<file path="src/gmii_rx_defs.svh">
// gmii receive constants
`ifndef GMII_RX_DEFS_SVH
`define GMII_RX_DEFS_SVH

// width of one gmii data byte
`define GMII_DATA_W 8

// preamble filler and start-of-frame delimiter
`define GMII_PREAMBLE 8'h55
`define GMII_SFD 8'hD5

// fewest preamble bytes accepted ahead of the sfd
`define GMII_MIN_PREAMBLE 2

// reflected ieee 802.3 polynomial, lsb-first shift register
`define CRC32_POLY 32'hEDB88320

// register contents after data plus fcs on a good frame
// (no final inversion applied)
`define CRC32_RESIDUE 32'hDEBB20E3

`endif

</file>
<file path="src/gmii_rx_pkg.sv">
// gmii receive types
`default_nettype none

`include "gmii_rx_defs.svh"

package gmii_rx_pkg;

    // one data byte on the gmii bus
    typedef logic [`GMII_DATA_W-1:0] gmii_byte_t;

    // crc-32 shift register state
    typedef logic [31:0] crc32_t;

    // decoded rx_dv / rx_er pair
    typedef enum logic [2:0] {
        CODE_IDLE,
        CODE_DATA,
        CODE_DATA_ERR,
        CODE_FALSE_CARRIER,
        CODE_RSVD
    } gmii_code_e;

    // registered symbol out of the capture block
    typedef struct packed {
        gmii_code_e code;
        gmii_byte_t data;
    } gmii_sym_t;

    // framer fsm
    typedef enum logic [1:0] {
        ST_IDLE,
        ST_PREAMBLE,
        ST_DATA,
        ST_DROP
    } framer_state_e;

    // frame byte with end marker and sticky error
    typedef struct packed {
        gmii_byte_t data;
        logic       last;
        logic       err;
    } rx_byte_t;

    // one status word per frame
    typedef struct packed {
        logic good;
        logic bad_crc;
        logic phy_err;
    } frame_status_t;

endpackage

`default_nettype wire

</file>
<file path="src/gmii_rx_crc_check.sv">
// ethernet fcs checker
`timescale 1ns/1ns
`default_nettype none

`include "gmii_rx_defs.svh"

module gmii_rx_crc_check import gmii_rx_pkg::*; (
    input  wire logic     clk_io,
    input  wire logic     reset,
    input  wire logic     out_valid,
    input  wire rx_byte_t out_byte,
    output logic          status_valid,
    output frame_status_t status
);

    crc32_t crc_q;
    crc32_t crc_next;
    logic   residue_ok;

    // one byte through the reflected crc, lsb first
    function automatic crc32_t crc_byte(input crc32_t crc_in, input gmii_byte_t data);
        crc32_t c;
        int     i;
        c = crc_in ^ {{(32 - `GMII_DATA_W){1'b0}}, data};
        for (i = 0; i < `GMII_DATA_W; i++) begin
            c = c[0] ? ((c >> 1) ^ `CRC32_POLY) : (c >> 1);
        end
        return c;
    endfunction

    assign crc_next   = crc_byte(crc_q, out_byte.data);
    // fcs bytes run through the same register, so a good frame lands on the residue
    assign residue_ok = (crc_next == `CRC32_RESIDUE);

    // running crc, preset to all ones at each frame start
    always_ff @(posedge clk_io) begin
        if (reset) begin
            crc_q        <= '1;
            status_valid <= 1'b0;
        end else begin
            status_valid <= 1'b0;
            if (out_valid) begin
                if (out_byte.last) begin
                    crc_q        <= '1;
                    status_valid <= 1'b1;
                end else begin
                    crc_q <= crc_next;
                end
            end
        end
    end

    // status word, only meaningful with status_valid
    always_ff @(posedge clk_io) begin
        if (out_valid && out_byte.last) begin
            status.bad_crc <= !residue_ok;
            // err is sticky, so the last byte carries the whole frame
            status.phy_err <= out_byte.err;
            status.good    <= residue_ok && !out_byte.err;
        end
    end

    // one status per frame, one cycle behind its last byte
    a_status_after_last: assert property (@(posedge clk_io) disable iff (reset)
        status_valid |-> $past(out_valid && out_byte.last))
        else $error("status_valid without a preceding last byte");

endmodule

`default_nettype wire

</file>
<file path="src/gmii_rx_framer.sv">
// gmii preamble strip and byte framer
`timescale 1ns/1ns
`default_nettype none

`include "gmii_rx_defs.svh"

module gmii_rx_framer import gmii_rx_pkg::*; (
    input  wire logic      clk_io,
    input  wire logic      reset,
    input  wire gmii_sym_t sym,
    output logic           out_valid,
    output rx_byte_t       out_byte
);

    // preamble counter saturates at the minimum
    localparam int CNT_W = $clog2(`GMII_MIN_PREAMBLE + 1);
    localparam logic [CNT_W-1:0] CNT_MIN = CNT_W'(`GMII_MIN_PREAMBLE);

    framer_state_e    state;
    logic [CNT_W-1:0] pre_cnt;

    // one byte of lookahead so last is known when rx_dv drops
    gmii_byte_t hold_data;
    logic       hold_valid;
    logic       hold_err;
    logic       err_sticky;

    logic sym_is_data;
    logic sym_err;
    logic sym_pre;
    logic sym_sfd;

    // symbol classes
    assign sym_is_data = (sym.code == CODE_DATA) || (sym.code == CODE_DATA_ERR);
    assign sym_err     = (sym.code == CODE_DATA_ERR);
    assign sym_pre     = (sym.code == CODE_DATA) && (sym.data == `GMII_PREAMBLE);
    assign sym_sfd     = (sym.code == CODE_DATA) && (sym.data == `GMII_SFD);

    // fsm and control flags
    always_ff @(posedge clk_io) begin
        if (reset) begin
            state      <= ST_IDLE;
            pre_cnt    <= '0;
            hold_valid <= 1'b0;
            err_sticky <= 1'b0;
            out_valid  <= 1'b0;
        end else begin
            out_valid <= 1'b0;
            case (state)
                ST_IDLE: begin
                    if (sym_pre) begin
                        state   <= ST_PREAMBLE;
                        pre_cnt <= CNT_W'(1);
                    end else if (sym_is_data) begin
                        // frame started mid-stream, skip it
                        state <= ST_DROP;
                    end
                end
                ST_PREAMBLE: begin
                    if (sym_pre) begin
                        if (pre_cnt != CNT_MIN) begin
                            pre_cnt <= pre_cnt + 1'b1;
                        end
                    end else if (sym_sfd && (pre_cnt >= CNT_MIN)) begin
                        state      <= ST_DATA;
                        hold_valid <= 1'b0;
                        err_sticky <= 1'b0;
                    end else if (!sym_is_data) begin
                        // carrier gone before sfd
                        state <= ST_IDLE;
                    end else begin
                        // short preamble, bad byte or error symbol
                        state <= ST_DROP;
                    end
                end
                ST_DATA: begin
                    // release the held byte on every new symbol
                    out_valid <= hold_valid;
                    if (sym_is_data) begin
                        hold_valid <= 1'b1;
                        err_sticky <= err_sticky | sym_err;
                    end else begin
                        hold_valid <= 1'b0;
                        state      <= ST_IDLE;
                    end
                end
                ST_DROP: begin
                    if (!sym_is_data) begin
                        state <= ST_IDLE;
                    end
                end
                default: state <= ST_IDLE;
            endcase
        end
    end

    // byte path
    always_ff @(posedge clk_io) begin
        if ((state == ST_DATA) && sym_is_data) begin
            hold_data <= sym.data;
            // err covers this byte and everything after it
            hold_err  <= err_sticky | sym_err;
        end
        if ((state == ST_DATA) && hold_valid) begin
            out_byte.data <= hold_data;
            out_byte.err  <= hold_err;
            // no further data symbol means the held byte closes the frame
            out_byte.last <= !sym_is_data;
        end
    end

    // a frame end is always followed by at least one quiet cycle
    a_gap_after_last: assert property (@(posedge clk_io) disable iff (reset)
        out_valid && out_byte.last |=> !out_valid)
        else $error("out_valid right after last byte");

endmodule

`default_nettype wire

</file>
<file path="src/gmii_rx_phy_if.sv">
// gmii receive capture and decode
`timescale 1ns/1ns
`default_nettype none

`include "gmii_rx_defs.svh"

module gmii_rx_phy_if import gmii_rx_pkg::*; (
    input  wire logic       clk_io,
    input  wire logic       reset,
    input  wire gmii_byte_t rxd,
    input  wire logic       rx_dv,
    input  wire logic       rx_er,
    output wire logic       rx_clk,
    output gmii_sym_t       sym,
    output logic            false_carrier
);

    // carrier indication byte sent with rx_er while rx_dv is low
    localparam gmii_byte_t FC_BYTE = `GMII_DATA_W'(8'h0E);

    (* IOB = "TRUE" *) gmii_byte_t rxd_q;
    (* IOB = "TRUE" *) logic rx_dv_q;
    (* IOB = "TRUE" *) logic rx_er_q;

    gmii_code_e code;
    gmii_code_e prev_code;

    // generic path, receive clock goes straight through to the logic
    assign rx_clk = clk_io;

    // data pins captured without reset
    always_ff @(posedge clk_io) begin
        rxd_q <= rxd;
    end

    // control pins and previous code
    always_ff @(posedge clk_io) begin
        if (reset) begin
            rx_dv_q   <= 1'b0;
            rx_er_q   <= 1'b0;
            prev_code <= CODE_IDLE;
        end else begin
            rx_dv_q   <= rx_dv;
            rx_er_q   <= rx_er;
            prev_code <= code;
        end
    end

    // pair decode per 802.3 table
    always_comb begin
        unique case ({rx_dv_q, rx_er_q})
            2'b00:   code = CODE_IDLE;
            2'b10:   code = CODE_DATA;
            2'b11:   code = CODE_DATA_ERR;
            default: code = (rxd_q == FC_BYTE) ? CODE_FALSE_CARRIER : CODE_RSVD;
        endcase
    end

    assign sym.code = code;
    assign sym.data = rxd_q;

    // one pulse when the false carrier starts out of idle
    assign false_carrier = (code == CODE_FALSE_CARRIER) && (prev_code == CODE_IDLE);

    // a false carrier event never coincides with a captured data byte
    a_fc_not_data: assert property (@(posedge clk_io) disable iff (reset)
        false_carrier |-> !rx_dv_q && !(sym.code inside {CODE_DATA, CODE_DATA_ERR}))
        else $error("false_carrier during data symbol");

endmodule

`default_nettype wire

</file>
<file path="src/gmii_rx_top.sv">
// gmii receive front end
`timescale 1ns/1ns
`default_nettype none

module gmii_rx_top import gmii_rx_pkg::*; (
    input  wire logic          clk_io,
    input  wire logic          reset,
    input  wire gmii_byte_t    rxd,
    input  wire logic          rx_dv,
    input  wire logic          rx_er,
    output wire logic          out_valid,
    output wire rx_byte_t      out_byte,
    output wire logic          status_valid,
    output wire frame_status_t status,
    output wire logic          false_carrier
);

    // forwarded receive clock for everything behind the capture
    wire logic      rx_clk;
    wire gmii_sym_t sym;

    // pin capture and pair decode
    gmii_rx_phy_if phy_if_i (
        .clk_io        (clk_io),
        .reset         (reset),
        .rxd           (rxd),
        .rx_dv         (rx_dv),
        .rx_er         (rx_er),
        .rx_clk        (rx_clk),
        .sym           (sym),
        .false_carrier (false_carrier)
    );

    // preamble/sfd strip, one byte of lookahead
    gmii_rx_framer framer_i (
        .clk_io    (rx_clk),
        .reset     (reset),
        .sym       (sym),
        .out_valid (out_valid),
        .out_byte  (out_byte)
    );

    // fcs check sits beside the byte stream
    gmii_rx_crc_check crc_check_i (
        .clk_io       (rx_clk),
        .reset        (reset),
        .out_valid    (out_valid),
        .out_byte     (out_byte),
        .status_valid (status_valid),
        .status       (status)
    );

endmodule

`default_nettype wire

</file>
<file path="config.mk">
export PLATFORM = sky130hd
export DESIGN_NAME = gmii_rx_top
export DESIGN_NICKNAME = d
export VERILOG_FILES = /design/src/gmii_rx_pkg.sv /design/src/gmii_rx_crc_check.sv /design/src/gmii_rx_framer.sv /design/src/gmii_rx_phy_if.sv /design/src/gmii_rx_top.sv
export VERILOG_INCLUDE_DIRS = /design/src
export SDC_FILE = /design/constraint.sdc
export NUM_CORES = 1
export LEC_CHECK = 0
export ABC_CLOCK_PERIOD_IN_PS = 4200
export BUFFER_PORTS_ARGS = -buffer_cell sky130_fd_sc_hd__buf_2
export CORE_UTILIZATION = 50
export DETAILED_ROUTE_END_ITERATION = 10
export HOLD_SLACK_MARGIN = 0.02
export PLACE_DENSITY = 0.75
export SKIP_CTS_REPAIR_TIMING = 1
export SLEW_MARGIN = 20
export SYNTH_ARGS = -nofsm -noshare
export SYNTH_HDL_FRONTEND = slang
export SYNTH_SLANG_ARGS = --single-unit
export TNS_END_PERCENT = 30
</file>
<file path="constraint.sdc">
create_clock -name clk_io -period 4.2 [get_ports clk_io]
set_input_delay 0.21 -clock clk_io [delete_from_list [all_inputs] [get_ports clk_io]]
set_output_delay 0.21 -clock clk_io [all_outputs]
set_load 0.02 [all_outputs]
</file>
==> results of run 1 <==
[state kept, by name, summed over array words and instances, names as in the netlist]
name,count
crc_check_i.crc_q,32
crc_check_i.status,3
crc_check_i.status_valid,1
framer_i.err_sticky,1
framer_i.hold_data,8
framer_i.hold_err,1
framer_i.hold_valid,1
framer_i.out_byte,10
framer_i.out_valid,1
framer_i.pre_cnt,2
framer_i.state,2
phy_if_i.prev_code,3
phy_if_i.rx_dv_q,1
phy_if_i.rx_er_q,1
phy_if_i.rxd_q,8
[report_power, final]
group | switching [mW] | internal, mW
Sequential | 0.0203 | 0.770
Clock | 0.307 | 0.232
Combinational | 0.103 | 0.0850
Total | 0.430 | 1.09
[cells by family after synthesis]
kind of cell / Yosys count
AO/OA/AOI/OAI: 46
XOR/XNOR: 75
adder cells (fa/ha/maj): 7
buffers and inverters: 19
flip-flops: 75
multiplexers: 13
AND/OR/NAND/NOR: 113
[Yosys cell counts, types with 2 or more instances]
master                     count
sky130_fd_sc_hd__nor3_1        3
sky130_fd_sc_hd__xor3_1        2
sky130_fd_sc_hd__o21ai_0      22
sky130_fd_sc_hd__clkbuf_1      6
sky130_fd_sc_hd__xnor2_2       4
sky130_fd_sc_hd__a21oi_1       8
sky130_fd_sc_hd__buf_2         2
sky130_fd_sc_hd__xnor2_4       3
sky130_fd_sc_hd__nor2_1       13
sky130_fd_sc_hd__a211oi_1      2
sky130_fd_sc_hd__buf_1         5
sky130_fd_sc_hd__or4_1         2
sky130_fd_sc_hd__xnor3_1       9
sky130_fd_sc_hd__xnor2_1      34
sky130_fd_sc_hd__nand4_1       2
sky130_fd_sc_hd__nor2b_1       7
sky130_fd_sc_hd__nor4b_1       3
sky130_fd_sc_hd__a31oi_1       2
sky130_fd_sc_hd__nand2b_1      6
sky130_fd_sc_hd__and2_1        3
sky130_fd_sc_hd__a222oi_1      2
sky130_fd_sc_hd__or3_1         5
sky130_fd_sc_hd__inv_1         6
sky130_fd_sc_hd__nand2_1      55
sky130_fd_sc_hd__nor3b_1       3
sky130_fd_sc_hd__mux2i_1      13
sky130_fd_sc_hd__xor2_1       21
sky130_fd_sc_hd__ha_1          7
sky130_fd_sc_hd__edfxtp_1     22
sky130_fd_sc_hd__nand3_1       6
sky130_fd_sc_hd__o21a_1        2
sky130_fd_sc_hd__dfxtp_1      53
[cell type report]
| type | count | area [um^2] |
|---|---|---|
| inverter | 6 | 22.5 |
| clock buffer | 9 | 124 |
| timing repair buffer | 37 | 230 |
| tap | 99 | 124 |
| multi-input combinational | 254 | 1980 |
| clock inverter | 7 | 67.6 |
| sequential | 75 | 1720 |
| fill | 643 | 3020 |
[per-stage QoR]
| step | hold slack (ps) | cells | instance area, um^2 | setup WS (ps) | utilization, % |
|---|---|---|---|---|---|
| floorplan | 238 | 348 | 3780 | 1590 | - |
| global placement | 312 | 463 | 4000 | 1300 | 54.9 |
| detailed placement | 314 | 463 | 4000 | 1330 | 54.9 |
| CTS | -71.1 | 479 | 4190 | 1190 | 57.5 |
| global route | 46.4 | 487 | 4270 | 1060 | 58.6 |
| finish | 57.0 | 487 | 4270 | 1200 | 58.6 |
[critical path, cell delays in order, from the launching register on]
cell,delay [ps]
sky130_fd_sc_hd__edfxtp_1,410
sky130_fd_sc_hd__xnor2_1,760
sky130_fd_sc_hd__xnor2_1,370
sky130_fd_sc_hd__xnor2_1,260
sky130_fd_sc_hd__or4_1,420
sky130_fd_sc_hd__a222oi_1,390
sky130_fd_sc_hd__nand4_1,120
[path summary, 6_finish.rpt]
path              slack [ps]                    end                  start  cells after the start
setup / recovery        1200  crc_check_i.status[1]   framer_i.out_byte[6]                      6
hold / removal            60       phy_if_i.rx_er_q                  rx_er                      2
setup reg to reg        1200  crc_check_i.status[1]   framer_i.out_byte[6]                      6
hold reg to reg          430   framer_i.out_byte[9]  framer_i.hold_data[7]                      0
[layer usage]
layer | share of wire, % | up-vias
met3 | 4.3 | 16
met5 | 0 | -
met2 | 51 | 58
li1 | - | 1266
met4 | 2.3 | 0
met1 | 43 | 1209
==> results.md, run 1 <==
Floorplanning:
- During I/O placement, the number of pins put on the boundary was 28.
- For this configuration, the core starts out at a cell density of 51.8%.
- The overall die width is 88.9 um.
- The floorplan step defined a core boundary enclosing roughly 0.0073 mm^2.
- The standard-cell row count is 31.
- The die area is slightly below 0.008 mm^2.
- The height of the die is 88.9 um.

Final layout:
- The fraction of final layout cells sized beyond drive strength 1 is 14.9%.
- Leaving out fill and tap cells, the most frequent cells in the layout are 55 x sky130_fd_sc_hd__nand2_1, 52 x sky130_fd_sc_hd__dfxtp_1, 34 x sky130_fd_sc_hd__xnor2_1.
- The synthesis-to-layout area growth is 13.2%.
- The count of inserted antenna diode cells is 0.
- The most common cell after layout, fill and taps aside is sky130_fd_sc_hd__nand2_1.
- The net count of the finished layout is roughly 400.

Routing:
- After detailed routing, the number of remaining DRC violations is 0.
- The routed length per placed instance is around 15 um.
- The first detailed-routing pass took 6 iterations.
- In this run, the number of DRC markers left after iteration 0 of detailed routing was 142.
- The average via count per standard cell is approximately 5.2.
- The count of nets left with antenna violations after detail routing is 0.
- The via count of the routed design is 2549.
- The final layout contains routed wiring with a total length of 7.28 mm.

Global routing:
- The via count of the first global-routing pass is approximately 2500.
- Global routing used approximately 6.3% of the available met3 tracks.
- The number of antenna violations at the first check in global routing is 0.
- The wire length of the first global-routing pass is 11.8 mm.
- The layer with the highest usage is met2.
- For this run the aggregate overflow at the end of global routing stands at 0.
- The pin count of the biggest net entering global routing is 57.
- Global routing consumed, on the met1 layer, between 20% and 30% of the routing resources.
- For this run, the total global-route usage over all layers was measured as 20.7%.
- The met2 usage is around 36%.

STA:
- The max-slew violation total from the final report came to 0.
- Timing would allow up to around 330 MHz.
- The worst clock skew is 8.63 ps.
- The worst relative slew slack is 31.7%.
- The share of the cycle needed by the critical path after routing is 71.4%.
- Setup violations remaining at the end of the flow were counted as 0.
- Setup repair after global routing left no endpoint under its margin.
- Summed over all failing endpoints, the final setup total negative slack is 0 ps.
- The final period demand of the worst path is about 3000 ps.
- The hold violation count in the final report is 0.
- For the pin with the worst max-slew slack, the measured transition is 1020 ps.

Synth:
- The post-synth net total is 367.
- For this run, the number of Yosys warnings is 0.
- The count of distinct cell types in the synthesized netlist is 47.
- The count of flip-flops with a built-in enable after synthesis is 22.
- The sequential-to-total area share from yosys stat is 45.6%.
- The adder-cell share of the synthesized area is under 10%.
- The compound-gate portion of the synthesized area is ~7.5%.
- By area, the combinational part of the netlist is dominated by XOR/XNOR gates.
- Sorting the synthesized cells by area gives the leading types as sky130_fd_sc_hd__dfxtp_1 28%, sky130_fd_sc_hd__edfxtp_1 17%, sky130_fd_sc_hd__xnor2_1 7.9%.
- After synthesis the cells add up to 0.00378 mm^2.
- The portion of netlist area occupied by mux cells is 3.45%.
- In the synthesized netlist the async set-or-reset flop fraction comes to 0%.
- Counting every instance in the synthesized netlist gives around 350.
- The cell type with the highest aggregate area in the netlist is sky130_fd_sc_hd__dfxtp_1.
- The count of state elements after synthesis is 75.
- A synthesized cell averages approximately 11 um^2.
- The post-synthesis share of cell area spent on xor and xnor gates is 24.7%.
- The flip-flop cell with the highest count after synthesis is sky130_fd_sc_hd__dfxtp_1.
- The fraction of the mapped netlist area in simple logic gates is roughly 15%.
- After synthesis, the largest area contributor takes up approximately 28% of total cell area.

Setup path:
- The worst path arrival time is 3090 ps.
- STA classifies the critical path endpoint as a register.
- The startpoint type of the worst setup path is a register.
- Along the worst path, the maximum fanout reaches 6.
- The critical path in this run is classified as reg2reg.
- For the worst setup path, the data required time is 4290 ps.

Clock tree:
- The number of CTS-inserted buffers is 9.
- No sink is reached through more buffers than the 2 on the longest clock path.
- CTS built an H-tree with a depth of 3.
- After clock tree synthesis, the clock-pin slew on the worst setup and hold paths is ~90 ps.
- The tree is rooted in a sky130_fd_sc_hd__clkbuf_8.
- The insertion delay to the later sink of the worst-skew pair is 360 ps.
- The TritonCTS clock tree is built.
- The number of clock sinks seen by CTS is 75.

Worst hold path:
- The class of the most critical hold timing path is in2reg.

Placed design:
- The detailed placement HPWL is 5.26 mm.
- The final weighted congestion of routability-driven global placement is 0.925.
- During placement, the flow inserted port buffers numbering 27.

Pwr:
- The static power due to leakage is between 1.5 and 2 nW.
- For this design the ratio of total power to cell area is 355 mW/mm^2.
- Across the VDD grid, the largest voltage drop is about 0.28 mV.
- The total power after layout is 1.52 mW.

Status:
- The flow ran to the end, and the final reports show no timing, DRC or antenna violations.

Job:
- The tool flagged a number of max-cap violations equal to 0.
(Power assumes the default switching activity.)
==> inputs of run 2 (changes only) <==
ABC_CLOCK_PERIOD_IN_PS = 2650   (was 4200)
PLACE_DENSITY = 0.78   (was 0.75)
clock period = 2.65 ns   (was 4.2 ns; I/O delays follow)
==> results.md, run 2 (synthesis results as in run 1) <==
Floorplanning:
- The height of the die is 88.9 um (unchanged).
- The initial core utilization is 51.8% (unchanged).
- The die area came to 0.00790 mm^2 (unchanged).
- The standard-cell row count is 31 (unchanged).
- The total core area came to 0.00729 mm^2 (unchanged).
- The overall die width was 88.9 um (unchanged).
- The top-level port count is 28 (unchanged).

STA:
- The worst relative slew slack is 57.7% (+26 points).
- The slew of the pin with the lowest slew margin is 633 ps (-391 ps).
- The hold violation count in the final report came to 0 (unchanged).
- The worst path setup slack after routing is 115 ps (-1090 ps).
- The max-slew violation total from the final report is 0 (unchanged).
- The worst clock skew came to 11.1 ps (+2.45 ps).
- The final count of negative-setup-slack endpoints is 0 (unchanged).
- The achievable clock frequency came to 394 MHz (+18%).
- The share of the cycle needed by the critical path after routing came to 95.7% (+24 points).
- Setup repair after global routing could not meet its margin everywhere.
- The final period demand of the worst path is 2530 ps (-464 ps).
- The post-route setup TNS was 0 ps (unchanged).

Pwr:
- The total power after layout was 2.49 mW (+64%).
- The static power due to leakage is 1.80 nW (+10%).
- The areal power density over the cells came to 546 mW/mm^2 (+54%).
- The worst ir drop on vdd is 0.562 mV (+100%).

Setup path:
- The signal on the critical path passes through xnor2_4 -> xnor3_1 -> xnor2_1 -> or3_1 -> a222oi_1 -> nand4_1.
- In this run the critical register-to-register path is launched from framer_i.out_byte[5].
- In this run the critical register-to-register path is captured at crc_check_i.status[1].
- The worst-path maximum fanout is 7 (+1).
- The largest stage delay on the critical path is 470 ps (-290 ps).
- The setup path with the least slack is of type reg2reg.
- The startpoint type of the worst setup path is a register.
- The slack of the worst reg-to-reg path is 120 ps (-1090 ps).
- The worst path arrival time is 2630 ps (-460 ps).
- The slowest cell on the critical path is sky130_fd_sc_hd__edfxtp_1.
- The worst reg2reg path depth came to 6 (unchanged).
- The number of buffers and inverters on the critical path is 0 (unchanged).
- Broken down by cell family, the worst path's largest delay share belongs to XOR/XNOR gates.
- The endpoint class of the critical path is a register.
- The required time of the worst setup path is 2750 ps (-1540 ps).

Final layout:
- The largest registers in the layout are crc_check_i.crc_q (32), framer_i.out_byte (10).
- In the layout the commonest cells are 55 x sky130_fd_sc_hd__nand2_1, 52 x sky130_fd_sc_hd__dfxtp_1, 31 x sky130_fd_sc_hd__xnor2_1.
- The final instance area is 0.00456 mm^2 (+6.6%).
- The count of nets after finishing is 428 (+6.5%).
- The register ranked first by flip-flop count is crc_check_i.crc_q.
- The library cell used most frequently in the layout, excluding fill and tap cells, is sky130_fd_sc_hd__nand2_1.
- The number of non-filler instances in the completed layout is 513 (+5.3%).
- The count of inserted antenna diode cells is 0 (unchanged).
- The flip-flop count of the largest register, all copies and words added was 32 (unchanged).
- The synthesis-to-layout area growth is 20.7%.
- The fraction of final layout cells sized beyond drive strength 1 is 21.0% (+6.1 points).

Worst hold path:
- The cell depth of the worst min-delay path is 2 (unchanged).
- For hold timing, the worst endpoint is framer_i.state[1].
- The class of the most critical hold timing path is in2reg.
- The startpoint identified for the worst hold timing path is reset.

Global routing:
- The wire length of the first global-routing pass is 12.6 mm (+6.2%).
- The overall overflow remaining after global route was 0 (unchanged).
- The overall track demand over capacity in global routing is 22.1% (+1.4 points).
- The via count of the first global-routing pass is 2534 (+3.0%).
- The number of antenna violations at the first check in global routing is 0 (unchanged).
- The pin count of the biggest net entering global routing is 56 (-1.8%).

Clock tree:
- The CTS clock-pin slew for the worst setup and hold paths is 90 ps (about the same).
- The TritonCTS clock tree is built.
- The tree is rooted in a sky130_fd_sc_hd__clkbuf_8.
- The number of levels in the clock H-tree is 3 (unchanged).
- The insertion delay to the later sink of the worst-skew pair was 360 ps (about the same).
- The number of CTS-inserted buffers is 9 (unchanged).
- The maximum buffer depth of the clock tree is 2 (unchanged).
- The number of clock sinks seen by CTS was 75 (unchanged).

Job:
- The count of max-cap constraint violations is 0 (unchanged).

Routing:
- The via count of the routed design is 2698 (+5.8%).
- The final wirelength is 8.28 mm (+14%).
- The total iterations of the first detailed-routing run came to 4 (-2).
- The count of nets left with antenna violations after detail routing is 0 (unchanged).
- The remaining design rule violation count is 0 (unchanged).
- The DRC marker count from the first detailed-route iteration is 192 (+35%).
- The average via count per standard cell is 5.26 (+0.48%).
- The routed length per placed instance is 16.1 um (+7.9%).

Placed design:
- The total instance count after detailed placement is 480 (+3.7%).
- The worst-case setup slack after placement came to 161 ps (-1170 ps).
- The detailed placement HPWL is 5.73 mm (+9.0%).
- The final weighted congestion of routability-driven global placement is 0.908 (-1.8%).
- The instance area at placement came to 0.00414 mm^2 (+3.5%).
- The count of input and output buffers is 27 (unchanged).

Status:
- The flow ran to the end, and the final reports show no timing, DRC or antenna violations.
-- run 2: cell types whose count changed in the layout (fill, tap and decap cells not counted), moves of 2 or more --
cell,change
sky130_fd_sc_hd__inv_8,-2
sky130_fd_sc_hd__xnor2_2,+2
sky130_fd_sc_hd__xnor2_1,-3
sky130_fd_sc_hd__buf_4,+23
sky130_fd_sc_hd__dlygate4sd3_1,+2
-- run 2: final cells by class --
| type | instances | area, um^2 |
|---|---|---|
| Tap cell | 99 | 124 |
| Fill cell | 593 | 2740 |
| Clock inverter | 7 | 81.3 |
| Timing Repair Buffer | 63 | 443 |
| Clock buffer | 9 | 124 |
| Inverter | 6 | 22.5 |
| Multi-Input combinational cell | 254 | 2040 |
| Sequential cell | 75 | 1720 |
-- run 2: layer usage --
| metal | vias up | part of all wire [%] | track usage [%] |
|---|---|---|---|
| li1 | 1320 | - | - |
| met1 | 1295 | 41 | 25.4 |
| met2 | 61 | 51 | 37.7 |
| met3 | 22 | 4.3 | 7.11 |
| met4 | 0 | 3.2 | 9.97 |
| met5 | - | 0 | 0 |
-- run 2: worst reg2reg max path: stages (launching register included) --
cell and delay [ps]:
sky130_fd_sc_hd__edfxtp_1 470, sky130_fd_sc_hd__xnor2_4 360, sky130_fd_sc_hd__xnor3_1 440, sky130_fd_sc_hd__xnor2_1 170, sky130_fd_sc_hd__or3_1 400, sky130_fd_sc_hd__a222oi_1 310
sky130_fd_sc_hd__nand4_1 130
-- run 2: worst max path at each step --
stage / startpoint / to / slack [ps] / depth (start not counted)
floorplan: framer_i.out_byte[6] / crc_check_i.status[1] / 40 / 6
finish: framer_i.out_byte[5] / crc_check_i.status[1] / 120 / 6
global placement: framer_i.out_byte[9] / crc_check_i.status[1] / 200 / 6
detailed placement: framer_i.out_byte[5] / crc_check_i.status[1] / 160 / 7
CTS: phy_if_i.rxd_q[0] / false_carrier / -40 / 5
global route: framer_i.out_byte[4] / crc_check_i.status[1] / -60 / 7
-- run 2: power breakdown --
group	leakage [nW]	switching [mW]	internal [mW]	total (mW)
Sequential	0.632	0.0321	1.22	1.25
Clock	0.107	0.468	0.451	0.919
Combinational	1.06	0.171	0.144	0.315
Total	1.80	0.671	1.82	2.49
-- run 2: through the flow --
step           hold WS (ps)  utilization [%]
5_1_grt                 121             62.5
3_5_place_dp            236             56.8
2_1_floorplan           160                -
6_report                118             62.5
4_1_cts                -155             59.6
3_3_place_gp            234             56.8
==> inputs of run 3 (changes only) <==
CTS_BUF_LIST = sky130_fd_sc_hd__clkbuf_4   (was not set)
==> results.md, run 3 (synthesis results as in run 1) <==
Final layout:
- The count of inserted antenna diode cells is 0 (unchanged).
- The register ranked first by flip-flop count is crc_check_i.crc_q.
- The largest registers in the layout are crc_check_i.crc_q (32), framer_i.out_byte (10).
- The most common cell after layout, fill and taps aside is sky130_fd_sc_hd__nand2_1.
- In the layout the commonest cells are 55 x sky130_fd_sc_hd__nand2_1, 52 x sky130_fd_sc_hd__dfxtp_1, 30 x sky130_fd_sc_hd__buf_4.
- The flip-flop count of the largest register, all copies and words added is 32 (unchanged).
- The number of non-filler instances in the completed layout came to 520 (+1.4%).
- The synthesis-to-layout area growth is 21.3%.
- The final instance area came to 0.00458 mm^2 (+0.55%).
- The count of nets after finishing came to 435 (+1.6%).
- The fraction of final layout cells sized beyond drive strength 1 is 22.8% (+1.8 points).

Setup path:
- Traced cell by cell, the critical path runs through xnor2_4 -> buf_4 -> xnor2_1 -> xnor2_1 -> buf_4 -> nand3_1 -> a222oi_1 -> nand4_1.
- The startpoint type of the worst setup path is a register.
- The start-to-end type of the worst setup path is reg2reg.
- The worst setup path is captured at a register.
- The worst path arrival time was 2700 ps (+70 ps).
- The number of buffers and inverters on the critical path is 2 (+2).
- The largest delay contributor family on the critical path is XOR/XNOR gates.
- The largest stage delay on the critical path came to 490 ps (+20 ps).
- The required time of the worst setup path is 2840 ps (+90 ps).
- The worst-path maximum fanout is 5 (-2).
- The slowest cell on the critical path is sky130_fd_sc_hd__edfxtp_1.

Placed design:
- The instance area at placement is 0.00414 mm^2 (unchanged).
- The count of input and output buffers is 27 (unchanged).
- The worst-case setup slack after placement came to 161 ps (unchanged).
- The final weighted congestion of routability-driven global placement is 0.908 (unchanged).
- The total instance count after detailed placement is 480 (unchanged).
- The detailed placement HPWL is 5.73 mm (unchanged).

STA:
- The share of the cycle needed by the critical path after routing is 94.7% (-0.95 points).
- The final count of negative-setup-slack endpoints came to 0 (unchanged).
- The hold violation count in the final report is 0 (unchanged).
- The final period demand of the worst path is 2510 ps (-25.0 ps).
- The worst clock skew was 15.0 ps (+3.94 ps).
- The worst path setup slack after routing is 140 ps (+25.0 ps).
- The achievable clock frequency is 398 MHz (+1.0%).
- The slew of the pin with the lowest slew margin is 631 ps (-1.81 ps).
- The worst hold-check slack is 317 ps (+199 ps).
- The max-slew violation total from the final report was 0 (unchanged).
- The worst relative slew slack is 57.9% (+0.12 points).

Job:
- The count of max-cap constraint violations is 0 (unchanged).

Floorplanning:
- The top-level port count came to 28 (unchanged).
- The height of the die is 88.9 um (unchanged).
- The initial core utilization is 51.8% (unchanged).
- The die area came to 0.00790 mm^2 (unchanged).
- The standard-cell row count was 31 (unchanged).
- The overall die width is 88.9 um (unchanged).
- The total core area is 0.00729 mm^2 (unchanged).

Routing:
- The routed length per placed instance is 16.0 um (-1.0%).
- The remaining design rule violation count is 0 (unchanged).
- The via count of the routed design is 2752 (+2.0%).
- The DRC marker count from the first detailed-route iteration is 194 (+1.0%).
- The total iterations of the first detailed-routing run is 4 (unchanged).
- The average via count per standard cell is 5.29 (+0.63%).
- The final wirelength is 8.30 mm (+0.31%).
- The count of nets left with antenna violations after detail routing is 0 (unchanged).

Clock tree:
- The maximum buffer depth of the clock tree is 2 (unchanged).
- The cell sitting at the root of the clock tree is a sky130_fd_sc_hd__clkbuf_4.
- The CTS clock-pin slew for the worst setup and hold paths is 140 ps (+50 ps).
- The TritonCTS clock tree is built.
- The number of CTS-inserted buffers is 9 (unchanged).
- The number of clock sinks seen by CTS is 75 (unchanged).
- The number of levels in the clock H-tree was 3 (unchanged).
- The insertion delay to the later sink of the worst-skew pair is 440 ps (+80 ps).

Pwr:
- The areal power density over the cells is 509 mW/mm^2 (-6.7%).
- The static power due to leakage is 1.83 nW (+1.7%).
- The total power after layout came to 2.33 mW (-6.2%).
- The worst ir drop on vdd is 0.577 mV (+2.7%).

Status:
- The flow ran to the end, and the final reports show no timing, DRC or antenna violations.

Global routing:
- The overall overflow remaining after global route is 0 (unchanged).
- The wire length of the first global-routing pass was 12.6 mm (about the same).
- The number of antenna violations at the first check in global routing came to 0 (unchanged).
- The pin count of the biggest net entering global routing is 56 (unchanged).
- The via count of the first global-routing pass is 2542 (+0.32%).
- The overall track demand over capacity in global routing is 22.1% (about the same).

Worst hold path:
- The worst hold path belongs to the class in2reg.
[run 3: final timing paths]
| check | start | end | slack [ps] | cells past startpoint |
|---|---|---|---|---|
| setup / recovery | framer_i.out_byte[5] | crc_check_i.status[1] | 140 | 8 |
| hold / removal | rxd[7] | phy_if_i.rxd_q[7] | 320 | 2 |
| setup reg to reg | framer_i.out_byte[5] | crc_check_i.status[1] | 140 | 8 |
| hold reg to reg | framer_i.hold_data[3] | framer_i.out_byte[5] | 430 | 0 |
[run 3: power by group]
part           total, mW  switching [mW]  internal, mW
Clock              0.758           0.454         0.304
Sequential          1.25          0.0324          1.22
Combinational      0.320           0.173         0.147
[run 3: cell type report]
type / count / area, um^2
Fill cell: 587 / 2710
Multi-Input combinational cell: 254 / 2060
Sequential cell: 75 / 1720
Timing Repair Buffer: 70 / 502
Tap cell: 99 / 124
Clock inverter: 7 / 81.3
Clock buffer: 9 / 67.6
Inverter: 6 / 22.5
[run 3: routing by layer]
metal / vias to the layer above / routed length [um] / GRT usage (%) / part of all wire [%]
met1: 1317 / 3340 / 25.4 / 40
met2: 73 / 4320 / 37.8 / 52
met5: - / 0 / 0 / 0
met3: 25 / 357 / 6.46 / 4.3
met4: 0 / 283 / 10.7 / 3.4
li1: 1337 / - / - / -
[run 3: per-stage QoR]
| step | TNS, ps | utilization (%) |
|---|---|---|
| after CTS | -135 | 58.9 |
| after global routing | -13.2 | 62.8 |
| final | 0 | 62.8 |
| after floorplan | 0 | - |
| after detailed placement | 0 | 56.8 |
| after global placement | 0 | 56.8 |
